===== src/include/lisp_consts.svh =====
`ifndef LISP_CONSTS_SVH
`define LISP_CONSTS_SVH

// Tagged memory word, the data field sits below a 4-bit tag
`define LISP_WORD_W 20
`define LISP_DATA_W 16

// Words of memory behind the single port
`define LISP_MEM_SIZE 8192

// Stack grows down from just below the top of memory
`define LISP_STACK_ORIGIN (`LISP_MEM_SIZE - 8)

// Opcode field width
`define LISP_OP_W 5

// Opcodes packed into one instruction word
`define LISP_SLOTS 4

`endif


===== src/logic/lisp_pkg.sv =====
`default_nettype none

`include "lisp_consts.svh"

package lisp_pkg;

	// Memory word with the tag in its upper bits
	typedef logic [`LISP_WORD_W-1:0] word_t;

	// Operand, result or stack address
	typedef logic [`LISP_DATA_W-1:0] data_t;

	// Word address with the 2-bit slot index below it
	typedef logic [`LISP_WORD_W+1:0] iptr_t;

	// Ops with both bits 4:3 set carry a parameter
	typedef enum logic [`LISP_OP_W-1:0] {
		OP_NOP = 5'd0,
		OP_POP = 5'd3,
		OP_LOAD = 5'd4,
		OP_STORE = 5'd5,
		OP_ADD = 5'd6,
		OP_SUB = 5'd7,
		OP_GTR = 5'd9,
		OP_GTE = 5'd10,
		OP_EQ = 5'd11,
		OP_NEQ = 5'd12,
		OP_DUP = 5'd13,
		OP_AND = 5'd16,
		OP_OR = 5'd17,
		OP_XOR = 5'd18,
		OP_PUSH = 5'd25,
		OP_GOTO = 5'd26,
		OP_BFALSE = 5'd27
	} opcode_t;

	typedef enum logic [2:0] {
		STATE_IADDR_ISSUE = 3'd0,
		STATE_DECODE = 3'd1,
		STATE_GOT_NOS = 3'd2,
		STATE_LOAD_TOS1 = 3'd3,
		STATE_PUSH_MEM_RESULT = 3'd4
	} seq_state_t;

	typedef enum logic [1:0] {
		SP_CURRENT = 2'd0,
		SP_DECREMENT = 2'd1,
		SP_INCREMENT = 2'd2
	} sp_sel_t;

	typedef enum logic [1:0] {
		TOS_CURRENT = 2'd0,
		TOS_PARAM = 2'd1,
		TOS_ALU_RESULT = 2'd2,
		TOS_MEMORY_RESULT = 2'd3
	} tos_sel_t;

	typedef enum logic [1:0] {
		MA_INSTRUCTION_POINTER = 2'd0,
		MA_STACK_POINTER = 2'd1,
		MA_TOP_OF_STACK = 2'd2,
		MA_STACK_POINTER_MINUS_ONE = 2'd3
	} ma_sel_t;

	typedef enum logic {
		MW_TOP_OF_STACK = 1'b0,
		MW_MEM_READ_VALUE = 1'b1
	} mw_sel_t;

	typedef enum logic [1:0] {
		IP_CURRENT = 2'd0,
		IP_NEXT = 2'd1,
		IP_BRANCH_TARGET = 2'd2
	} ip_sel_t;

endpackage

`default_nettype wire


===== src/logic/instr_unpack.sv =====
`default_nettype none

module instr_unpack (
	input wire clk,
	input wire rst_n,
	input wire lisp_pkg::seq_state_t state,
	input wire lisp_pkg::word_t mem_read_value,
	input wire [1:0] slot,
	output lisp_pkg::opcode_t opcode,
	output lisp_pkg::data_t param
);
	import lisp_pkg::*;

	word_t latched_word;
	word_t cur_word;

	// The fetched word is on the read bus only during DECODE
	always_ff @(posedge clk or negedge rst_n)
	begin
		if (!rst_n)
			latched_word <= '0;
		else if (state == STATE_DECODE)
			latched_word <= mem_read_value;
	end

	assign cur_word = (state == STATE_DECODE) ? mem_read_value : latched_word;

	// Whatever follows the opcode in the word is its parameter
	always_comb
	begin
		case (slot)
			2'd0:
			begin
				opcode = opcode_t'(cur_word[19:15]);
				param = {cur_word[14], cur_word[14:0]};
			end
			2'd1:
			begin
				opcode = opcode_t'(cur_word[14:10]);
				param = {{6{cur_word[9]}}, cur_word[9:0]};
			end
			2'd2:
			begin
				opcode = opcode_t'(cur_word[9:5]);
				param = {{11{cur_word[4]}}, cur_word[4:0]};
			end
			default:
			begin
				// Last slot leaves no room for a parameter
				opcode = opcode_t'(cur_word[4:0]);
				param = '0;
			end
		endcase
	end

endmodule

`default_nettype wire


===== src/logic/stack_alu.sv =====
`default_nettype none

module stack_alu (
	input wire lisp_pkg::opcode_t alu_op,
	input wire lisp_pkg::data_t op0,
	input wire lisp_pkg::data_t op1,
	output lisp_pkg::data_t result
);
	import lisp_pkg::*;

	data_t diff;
	logic zero;
	logic negative;

	// Compares look only at the sign and zero of the difference
	assign diff = op0 - op1;
	assign zero = diff == '0;
	assign negative = diff[$bits(data_t)-1];

	always_comb
	begin
		case (alu_op)
			OP_ADD:
				result = op0 + op1;
			OP_SUB:
				result = diff;
			OP_AND:
				result = op0 & op1;
			OP_OR:
				result = op0 | op1;
			OP_XOR:
				result = op0 ^ op1;
			OP_GTR:
				result = data_t'(!negative && !zero);
			OP_GTE:
				result = data_t'(!negative);
			OP_EQ:
				result = data_t'(zero);
			OP_NEQ:
				result = data_t'(!zero);
			default:
				result = '0;
		endcase
	end

endmodule

`default_nettype wire


===== src/logic/stack_datapath.sv =====
`default_nettype none

`include "lisp_consts.svh"

module stack_datapath (
	input wire clk,
	input wire rst_n,
	input wire lisp_pkg::sp_sel_t sp_sel,
	input wire lisp_pkg::tos_sel_t tos_sel,
	input wire lisp_pkg::ma_sel_t ma_sel,
	input wire lisp_pkg::mw_sel_t mw_sel,
	input wire lisp_pkg::ip_sel_t ip_sel,
	input wire lisp_pkg::word_t mem_read_value,
	input wire lisp_pkg::opcode_t opcode,
	input wire lisp_pkg::data_t param,
	input wire lisp_pkg::data_t alu_result,
	output lisp_pkg::data_t memory_address,
	output lisp_pkg::word_t mem_write_value,
	output logic [1:0] slot,
	output logic tos_zero,
	output lisp_pkg::data_t alu_op0,
	output lisp_pkg::data_t alu_op1
);
	import lisp_pkg::*;

	iptr_t instruction_pointer;
	iptr_t ip_next;
	data_t stack_pointer;
	data_t sp_next;
	word_t top_of_stack;
	word_t tos_next;
	word_t ip_word;
	word_t param_word;
	logic has_param;

	assign ip_word = instruction_pointer[`LISP_WORD_W+1:2];

	// Sign of the parameter carries up through the tag bits
	assign param_word = {{(`LISP_WORD_W-`LISP_DATA_W){param[`LISP_DATA_W-1]}}, param};

	assign has_param = opcode[`LISP_OP_W-1 -: 2] == 2'b11;

	always_comb
	begin
		case (ip_sel)
			IP_NEXT:
			begin
				// Parameter used up the word, so go to the next one
				if (has_param)
					ip_next = {ip_word, 2'b00} + iptr_t'(`LISP_SLOTS);
				else
					ip_next = instruction_pointer + 1'b1;
			end
			IP_BRANCH_TARGET:
				ip_next = {ip_word + param_word, 2'b00};
			default:
				ip_next = instruction_pointer;
		endcase
	end

	always_comb
	begin
		case (sp_sel)
			SP_DECREMENT:
				sp_next = stack_pointer - 1'b1;
			SP_INCREMENT:
				sp_next = stack_pointer + 1'b1;
			default:
				sp_next = stack_pointer;
		endcase
	end

	always_comb
	begin
		case (tos_sel)
			TOS_PARAM:
				tos_next = param_word;
			// Tag of the old top survives an ALU op
			TOS_ALU_RESULT:
				tos_next = {top_of_stack[`LISP_WORD_W-1:`LISP_DATA_W], alu_result};
			TOS_MEMORY_RESULT:
				tos_next = mem_read_value;
			default:
				tos_next = top_of_stack;
		endcase
	end

	// Fetch address comes from the next pointer, so it is ready a cycle early
	always_comb
	begin
		case (ma_sel)
			MA_STACK_POINTER:
				memory_address = stack_pointer;
			MA_TOP_OF_STACK:
				memory_address = top_of_stack[`LISP_DATA_W-1:0];
			MA_STACK_POINTER_MINUS_ONE:
				memory_address = stack_pointer - 1'b1;
			default:
				memory_address = ip_next[`LISP_DATA_W+1:2];
		endcase
	end

	assign mem_write_value = (mw_sel == MW_MEM_READ_VALUE) ? mem_read_value : top_of_stack;

	always_ff @(posedge clk or negedge rst_n)
	begin
		if (!rst_n)
		begin
			// All ones so the first step lands on word 0
			instruction_pointer <= '1;
			stack_pointer <= data_t'(`LISP_STACK_ORIGIN);
			top_of_stack <= '0;
		end
		else
		begin
			instruction_pointer <= ip_next;
			stack_pointer <= sp_next;
			top_of_stack <= tos_next;
		end
	end

	assign slot = instruction_pointer[1:0];
	assign tos_zero = top_of_stack[`LISP_DATA_W-1:0] == '0;
	assign alu_op0 = top_of_stack[`LISP_DATA_W-1:0];
	assign alu_op1 = mem_read_value[`LISP_DATA_W-1:0];

endmodule

`default_nettype wire


===== src/logic/stack_sequencer.sv =====
`default_nettype none

module stack_sequencer (
	input wire clk,
	input wire rst_n,
	input wire lisp_pkg::opcode_t opcode,
	input wire tos_zero,
	output lisp_pkg::seq_state_t state,
	output lisp_pkg::sp_sel_t sp_sel,
	output lisp_pkg::tos_sel_t tos_sel,
	output lisp_pkg::ma_sel_t ma_sel,
	output lisp_pkg::mw_sel_t mw_sel,
	output lisp_pkg::ip_sel_t ip_sel,
	output lisp_pkg::opcode_t alu_op,
	output logic mem_write_enable
);
	import lisp_pkg::*;

	seq_state_t state_next;

	always_ff @(posedge clk or negedge rst_n)
	begin
		if (!rst_n)
			state <= STATE_IADDR_ISSUE;
		else
			state <= state_next;
	end

	// Address mux defaults to the fetch of the next instruction
	always_comb
	begin
		state_next = state;
		sp_sel = SP_CURRENT;
		tos_sel = TOS_CURRENT;
		ma_sel = MA_INSTRUCTION_POINTER;
		mw_sel = MW_TOP_OF_STACK;
		ip_sel = IP_CURRENT;
		alu_op = OP_NOP;
		mem_write_enable = 1'b0;

		case (state)
			STATE_IADDR_ISSUE:
			begin
				ip_sel = IP_NEXT;
				state_next = STATE_DECODE;
			end

			STATE_DECODE:
			begin
				case (opcode)
					OP_POP:
					begin
						ma_sel = MA_STACK_POINTER;
						sp_sel = SP_INCREMENT;
						state_next = STATE_PUSH_MEM_RESULT;
					end

					// Replaces the top of stack with what it points at
					OP_LOAD:
					begin
						ma_sel = MA_TOP_OF_STACK;
						state_next = STATE_PUSH_MEM_RESULT;
					end

					// Two operands, so read the NOS first
					OP_STORE,
					OP_ADD,
					OP_SUB,
					OP_GTR,
					OP_GTE,
					OP_EQ,
					OP_NEQ,
					OP_AND,
					OP_OR,
					OP_XOR:
					begin
						ma_sel = MA_STACK_POINTER;
						state_next = STATE_GOT_NOS;
					end

					// Spill the top of stack, DUP then keeps it as is
					OP_PUSH,
					OP_DUP:
					begin
						sp_sel = SP_DECREMENT;
						ma_sel = MA_STACK_POINTER_MINUS_ONE;
						mw_sel = MW_TOP_OF_STACK;
						mem_write_enable = 1'b1;
						if (opcode == OP_PUSH)
							tos_sel = TOS_PARAM;
						state_next = STATE_IADDR_ISSUE;
					end

					OP_GOTO:
					begin
						ip_sel = IP_BRANCH_TARGET;
						state_next = STATE_DECODE;
					end

					// Pop now, the branch is taken once the new top arrives
					OP_BFALSE:
					begin
						ma_sel = MA_STACK_POINTER;
						sp_sel = SP_INCREMENT;
						state_next = STATE_PUSH_MEM_RESULT;
					end

					// NOP and unknown codes
					default:
					begin
						ip_sel = IP_NEXT;
						state_next = STATE_DECODE;
					end
				endcase
			end

			STATE_GOT_NOS:
			begin
				sp_sel = SP_INCREMENT;
				if (opcode == OP_STORE)
				begin
					// NOS goes to the address held in the top of stack
					ma_sel = MA_TOP_OF_STACK;
					mw_sel = MW_MEM_READ_VALUE;
					mem_write_enable = 1'b1;
					state_next = STATE_LOAD_TOS1;
				end
				else
				begin
					alu_op = opcode;
					tos_sel = TOS_ALU_RESULT;
					ip_sel = IP_NEXT;
					state_next = STATE_DECODE;
				end
			end

			// Both STORE operands are gone, refill the top of stack
			STATE_LOAD_TOS1:
			begin
				ma_sel = MA_STACK_POINTER;
				sp_sel = SP_INCREMENT;
				state_next = STATE_PUSH_MEM_RESULT;
			end

			STATE_PUSH_MEM_RESULT:
			begin
				tos_sel = TOS_MEMORY_RESULT;
				// Top of stack still holds the value BFALSE tests
				if (opcode == OP_BFALSE && tos_zero)
					ip_sel = IP_BRANCH_TARGET;
				else
					ip_sel = IP_NEXT;
				state_next = STATE_DECODE;
			end

			default:
				state_next = STATE_IADDR_ISSUE;
		endcase
	end

endmodule

`default_nettype wire


===== src/logic/lisp_core.sv =====
`default_nettype none

module lisp_core (
	input wire clk,
	input wire rst_n,
	input wire lisp_pkg::word_t mem_read_value,
	output lisp_pkg::data_t memory_address,
	output lisp_pkg::word_t mem_write_value,
	output logic mem_write_enable
);
	import lisp_pkg::*;

	seq_state_t state;
	logic [1:0] slot;
	opcode_t opcode;
	data_t param;
	sp_sel_t sp_sel;
	tos_sel_t tos_sel;
	ma_sel_t ma_sel;
	mw_sel_t mw_sel;
	ip_sel_t ip_sel;
	opcode_t alu_op;
	data_t alu_op0;
	data_t alu_op1;
	data_t alu_result;
	logic tos_zero;

	instr_unpack unpack0 (
		.clk(clk),
		.rst_n(rst_n),
		.state(state),
		.mem_read_value(mem_read_value),
		.slot(slot),
		.opcode(opcode),
		.param(param)
	);

	stack_alu alu0 (
		.alu_op(alu_op),
		.op0(alu_op0),
		.op1(alu_op1),
		.result(alu_result)
	);

	stack_datapath datapath0 (
		.clk(clk),
		.rst_n(rst_n),
		.sp_sel(sp_sel),
		.tos_sel(tos_sel),
		.ma_sel(ma_sel),
		.mw_sel(mw_sel),
		.ip_sel(ip_sel),
		.mem_read_value(mem_read_value),
		.opcode(opcode),
		.param(param),
		.alu_result(alu_result),
		.memory_address(memory_address),
		.mem_write_value(mem_write_value),
		.slot(slot),
		.tos_zero(tos_zero),
		.alu_op0(alu_op0),
		.alu_op1(alu_op1)
	);

	stack_sequencer sequencer0 (
		.clk(clk),
		.rst_n(rst_n),
		.opcode(opcode),
		.tos_zero(tos_zero),
		.state(state),
		.sp_sel(sp_sel),
		.tos_sel(tos_sel),
		.ma_sel(ma_sel),
		.mw_sel(mw_sel),
		.ip_sel(ip_sel),
		.alu_op(alu_op),
		.mem_write_enable(mem_write_enable)
	);

endmodule

`default_nettype wire


===== config.mk =====
export PLATFORM = sky130hd
export DESIGN_NAME = lisp_core
export DESIGN_NICKNAME = d
export VERILOG_FILES = /design/src/logic/lisp_pkg.sv /design/src/logic/instr_unpack.sv /design/src/logic/stack_alu.sv /design/src/logic/stack_datapath.sv /design/src/logic/stack_sequencer.sv /design/src/logic/lisp_core.sv
export VERILOG_INCLUDE_DIRS = /design/src /design/src/include
export SDC_FILE = /design/constraint.sdc
export NUM_CORES = 1
export LEC_CHECK = 0
export BUFFER_PORTS_ARGS = -buffer_cell sky130_fd_sc_hd__buf_2
export CAP_MARGIN = 0
export CORE_MARGIN = 2
export CORE_UTILIZATION = 30
export CTS_CLUSTER_SIZE = 40
export DETAILED_ROUTE_END_ITERATION = 8
export PLACE_DENSITY = 0.43
export REMOVE_ABC_BUFFERS = 1
export SLEW_MARGIN = 20
export SYNTH_ARGS = -nofsm -noshare
export SYNTH_HDL_FRONTEND = slang
export SYNTH_SLANG_ARGS = --single-unit

===== constraint.sdc =====
create_clock -name clk -period 5.64 [get_ports clk]
set_clock_uncertainty 0.05 [all_clocks]
set_input_delay 0.564 -clock clk [delete_from_list [all_inputs] [get_ports clk]]
set_output_delay 0.564 -clock clk [all_outputs]
set_load 0.02 [all_outputs]

---- After elaboration in Yosys (flattened, before gate mapping) ----
Cells that the tools add are included.
word-level totals
  input bits .............................. 22
  register bits ........................... 81
  memory bits (read-only) ................. 0
  memories ................................ 0
  logic and storage cells ................. 113
  bits in latches ......................... 0
  memory bits (writable) .................. 0
cells by class
  $add $sub $neg .......................... 7
  shift operators ......................... 0
  multiply operators ...................... 0
  multiplexer cells ....................... 32
  equal/unequal tests ..................... 42
  bitwise operators ....................... 4
  order comparisons ....................... 0
  reduce and logical (&&, ||, !) cells .... 21
  div/mod/pow operators ................... 0
operator list
  kind                   count
  $pmux 16 s9            1
  $pmux 16 s3            2
  $pmux 20 s3            1
  $eq 5x4->1 const B     9
  $eq 5x5->1 const B     9
  $pmux 22 s2            1
  $mux 20                2
  $logic_not 16->1       2
  $pmux 16 s2            1
  $eq 5x3->1 const B     6
  $add 22x1->22 const B  1
  $add 22x3->22 const B  1
  $mux 22                1
  $add 20x20->20         1
  $pmux 2 s3             3
  $add 16x1->16 const B  1
  $add 16x16->16         1
  $and 16x16->16         1
  $eq 2x2->1 const B     8
  $or 16x16->16          1
  $sub 16x1->16 const B  1
  $sub 16x16->16         1
  $xor 16x16->16         1
  $pmux 5 s3             1
  26 further kinds       49

---- Longest topological paths before layout ----
  word-level depth ........................ 10
  gate-level depth with buffers ........... 21
  mapped depth without buffers ............ 18

---- Modules after synthesis ----
From an unflattened synthesis, not the netlist that was laid out.
second synthesis, totals
  cells, all modules ...................... 1198
  area total of the unflattened synthesis .. 9865.7 sq um
modules (own cells, without submodules)
  module           area an instance (sq um)  cells an instance  sequential area each (sq um)  instances
  stack_datapath   5231.3                    602                1386.3                        1
  stack_alu        2783.9                    418                0.0                           1
  instr_unpack     1246.2                    89                 500.5                         1
  stack_sequencer  604.3                     89                 75.1                          1

---- Worst setup path before layout ----
Ideal clock, no wire load.
  kind .................................... reg2out
  from .................................... reg sequencer0.state[1]
  to ...................................... out memory_address[8]
  buffers on the path ..................... 6
  stages on the path, launching flop included .. 20
  data required time ...................... 5.026 ns
  arrival time ............................ 4.497 ns
  setup slack ............................. 0.529 ns
  path through ............................ dfrtp_1 > buf_2 > nor3b_2 > buf_2 > buf_4 > mux2i_1 > a2111oi_0 > a21oi_1 > clkbuf_1 > nand2_1 > or3_1 > nor2_1 > o22a_1 > o21ai_0 > ha_1 > clkbuf_1 > clkbuf_1 > o21ai_0 > o21ai_0 > a2bb2oi_1
between the ends
  cells in the longest elaborated chain, start to end .. 10
  elaborated cells on any way between the ends .. 45
ends and longest elaborated chain
  element                                                                        RTL line                                       source
  start, declared                                                                stack_sequencer.sv:8                           output lisp_pkg::seq_state_t state,
  start signal, assigned                                                         stack_sequencer.sv:26                          state <= state_next;
  $eq 3x1->1                                                                     instr_unpack.sv:26, stack_sequencer.sv:41
  $mux 20                                                                        -
  $pmux 5 s3                                                                     instr_unpack.sv:31                             case (slot)
  $eq 5x2->1 (tied with other cells)                                             stack_sequencer.sv:50                          case (opcode)
  $reduce_or 15->1 (no source line) / $logic_and 1x1->1 (equally long branches)  -
  $pmux 2 s2 / $mux 2 (equally long branches)                                    stack_sequencer.sv:50, stack_sequencer.sv:149
  $pmux 2 s4                                                                     stack_sequencer.sv:41                          case (state)
  $eq 2x2->1 / $eq 2x1->1 (equally long branches)                                stack_datapath.sv:45                           case (ip_sel)
  $pmux 22 s2 *                                                                  stack_datapath.sv:45
  via datapath0.ip_next[10]                                                      stack_datapath.sv:27                           iptr_t ip_next;
  $pmux 16 s3 *                                                                  stack_datapath.sv:91                           case (ma_sel)
  end, declared                                                                  lisp_core.sv:7                                 output lisp_pkg::data_t memory_address,
Mark *: on every way through the listed nets, which the timed path passes. The rest lies on a longest branch.

---- Worst setup path after layout ----
  from .................................... reg sequencer0.state[2]
  to ...................................... out memory_address[15]
between the ends
  cells in the longest elaborated chain, start to end .. 10
  elaborated cells on any way between the ends .. 45
ends and longest elaborated chain
  element                                                                        RTL line
  $eq 3x1->1                                                                     instr_unpack.sv:26, stack_sequencer.sv:41
  $mux 20                                                                        -
  $pmux 5 s3                                                                     instr_unpack.sv:31
  $eq 5x2->1 (tied with other cells)                                             stack_sequencer.sv:50
  $reduce_or 15->1 (no source line) / $logic_and 1x1->1 (equally long branches)  -
  $pmux 2 s2 / $mux 2 (equally long branches)                                    stack_sequencer.sv:50, stack_sequencer.sv:149
  $pmux 2 s4                                                                     stack_sequencer.sv:41
  $eq 2x2->1 / $eq 2x1->1 (equally long branches)                                stack_datapath.sv:45
  $pmux 22 s2                                                                    stack_datapath.sv:45
  $pmux 16 s3 *                                                                  stack_datapath.sv:91
Mark *: on every way between the ends. The rest lies on a longest branch, timed or not.

==> results by group <==
Clocking
  – Worst-Skew Late Latency: 0.35 ns
  – # H-tree levels: 3
  – Clock-pin slew on the worst setup and hold paths: 0.07 ns
  – CTS Buffer Depth: 2
  – Clock root buffer: clkbuf_16
  – Clock Sinks: 77
  – CTS tree: built
  – Total clock buffers created by CTS: 9

Cells and area
  – Area grow syn2layout: 17.2%
  – Fin nets: between 1000 and 1500
  – Fillers: between 3000 and 4000
  – # diodes: 0
  – Non-Filler Instances: around 1600
  – Util after Layout: between 30% and 40%
  – Finished Cell Area: 0.0101 sq mm
  – Layout cells sized above 1: between 10% and 20%

Yosys
  – Synth area leaders: dfrtp_1 14%, ha_1 10%, dfstp_2 8.5%
  – Top-area cell type share of the netlist area: 14.2%
  – Area leader, netlist: dfrtp_1
  – Post-synth EDFFs: 0
  – Avg Inst Size Synth: 7.67 sq um
  – Mapped Cells: about 1100
  – Synth cell count leaders: 115 x nand2_1, 101 x nor2_1, 86 x o21ai_0
  – Post-synthesis cell area: just under 0.009 sq mm
  – #FFs+latches synth: 77
  – Count leader, synth: nand2_1
  – Synth unique cells: a little over 80
  – Register area share after synthesis: 22.7%
  – Yosys warns: 0
  – Fraction of registers with async set/reset: 100%
  – Synth Flop Type: dfrtp_1

Floorplanning
  – Initial Utilization: 30.3%
  – Row cnt: 62
  – Core area: 0.0285 sq mm
  – Die H: approximately 170 um
  – Die area: 0.0302 sq mm
  – Ports: around 60
  – DIE WIDTH: approximately 170 um

STA
  – Slew headroom: about 25%
  – Final hold slack: about 0.15 ns
  – Slew Viols, Final: 0
  – Worst slew pin tran: ~1.1 ns
  – Final Hold Vio Count: 0
  – Fin crit share: 96.7%
  – Final setup viols: 0
  – RSZ-0062 raised after global routing: yes
  – Tmin final: 5.45 ns
  – Fmax: 183 MHz

Setup path
  – CP Class: reg -> out
  – CP max stage cell: mux2i_1
  – Critical Path RT: a little over 5 ns
  – Crit path capture type: output pin
  – Critical path peak fanout: 7
  – CP startpoint kind: register
  – Critical path cell sequence: buf_4 -> nor3b_4 -> buf_6 -> mux2i_1 -> buf_4 -> nor2_1 -> ha_1 -> o21ai_0 -> o21ai_1 -> a31oi_2 -> o31ai_2 -> o41ai_2 -> xnor2_1 -> mux2i_1 -> nand4_1 -> a221o_1 -> buf_2
  – CP peak stage delay: ~0.43 ns
  – FF-to-FF path depth: 17
  – Data arrival, critical path: 4.84 ns

Global routing
  – First-pass GRT wire length: roughly 54000 um
  – Initial antenna violation count: 0
  – GRT Total Usage: between 20% and 30%
  – Largest net degree at the start of global routing: 44
  – Vias in the first global route: between 8000 and 9000
  – Grt ovf: 0

Detailed routing
  – Post-route ant nets: 0
  – Vias: around 9100
  – Routed WL: around 36000 um
  – Routed WL per cell: between 20 and 25 um
  – DRC: 0
  – Drt via density: approximately 5.7
  – DRT Pass-1 Iters: 6
  – 1st-iter DRT viols: 746

Power
  – IR drop worst, VDD: 792 uV
  – P_leak: approximately 0.0043 uW
  – PD cells: 754 mW/mm^2

Placement
  – PortBufs: 58
  – Placed cell count: ~1600
  – Gpl congestion: 0.969
  – Post-DP HPWL: ~28000 um
  – Placed Instance Area: ~0.0096 sq mm

Hold path
  – Hold Crit Class: in -> async

Run status
  – Status: complete, no violations

Job
  – Max Cap Violations: 0
## state kept, by name, indices dropped and copies added, names as in the netlist
signal,flops
unpack0.latched_word,20
datapath0.stack_pointer,16
datapath0.top_of_stack,20
sequencer0.state,3
datapath0.instruction_pointer,18
## path summary, 6_finish.rpt
kind                                          start                     endpoint  slack [ns]
min in group clk           unpack0.latched_word[17]     unpack0.latched_word[17]        0.43
max reg2reg                     sequencer0.state[2]  datapath0.stack_pointer[15]        1.03
min reg2reg                unpack0.latched_word[17]     unpack0.latched_word[17]        0.43
max in group asynchronous                     rst_n   datapath0.top_of_stack[14]        4.35
max                             sequencer0.state[2]           memory_address[15]        0.19
min                                           rst_n     unpack0.latched_word[17]        0.15
## metal layers
layer  vias to the layer above  wire (um)  GRT usage [%]
met3                        64       1680           2.50
met5                         -          0              0
li1                       4298          -              -
met2                       291      16400           38.4
met1                      4440      16300           32.0
met4                         0       1260           8.16
## placed cells by master (no fill, tap or decap), types with 6 or more instances in the layout
cell type / count
nand2_1: 115
nor2_1: 100
o21ai_0: 85
a21oi_1: 75
inv_1: 70
buf_4: 69
ha_1: 66
buf_2: 57
dfrtp_1: 49
nand3_1: 30
nor3_1: 28
dfstp_2: 28
xnor2_1: 27
mux2i_1: 22
or3_1: 21
xor2_1: 21
mux2_2: 17
nand4_1: 15
nor4_1: 14
a21o_1: 13
o211ai_1: 12
nand2b_1: 11
o22ai_1: 10
a2bb2oi_1: 10
a32oi_1: 10
clkbuf_16: 10
o21a_1: 9
and3_1: 9
nor2b_1: 9
a221o_1: 9
a221oi_1: 9
o31ai_1: 8
a211oi_1: 8
o32a_1: 7
o22a_1: 7
a31oi_1: 7
o21bai_1: 7
or4_1: 7
ha_2: 6
## worst max-delay path: cells and delay by family, from the launching register on
| family | cells | cell delay [ns] |
|---|---|---|
| AOI/OAI and AO/OA | 6 | 1.43 |
| buffers and inverters | 4 | 0.76 |
| muxes | 2 | 0.73 |
| and+or+nand+nor | 3 | 0.52 |
| DFF | 1 | 0.38 |
| adders and majority gates | 1 | 0.34 |
| xor gates and xnor gates | 1 | 0.33 |
## metrics by stage
stage               TNS, ns  setup slack (ns)  power (uW)
finish                    0             0.188        7650
global route        -0.0617           -0.0317        8230
CTS                       0            0.0180        7450
detailed placement        0             0.136        6750
global placement          0             0.128        6800
floorplan             -5.79            -0.746        4620
## cells by family after synthesis
| group | after synthesis | synth area share, % |
|---|---|---|
| simple gates | 389 | 21.6 |
| compound gates | 357 | 27.9 |
| buf+inv | 139 | 6.38 |
| flops | 77 | 22.7 |
| fa+ha+maj | 75 | 11.1 |
| xor+xnor | 48 | 4.86 |
| mux | 44 | 5.49 |
## power by group
| part | internal (uW) | switching [uW] | leakage [uW] |
|---|---|---|---|
| logic | 2230 | 3680 | 0.00332 |
| clock network | 355 | 275 | 0.000155 |
| registers | 831 | 281 | 0.000871 |
## layout make-up
type | count | area (sq um) | area share (%)
Clock buffer | 12 | 278 | 2.74
Clock inverter | 4 | 35.0 | 0.345
Inverter | 70 | 263 | 2.59
Multi-Input combinational cell | 913 | 6280 | 61.9
Sequential cell | 77 | 1960 | 19.3
Tap cell | 384 | 480 | 4.74
Timing Repair Buffer | 129 | 846 | 8.34
## what timing repair did
action	4_1_cts	5_1_grt
endpoints found under the setup margin	3	11
pin swaps	0	10
buffers inserted	0	9
hold buffers	0	0
resized for setup	12	25
(Power assumes the default switching activity.)
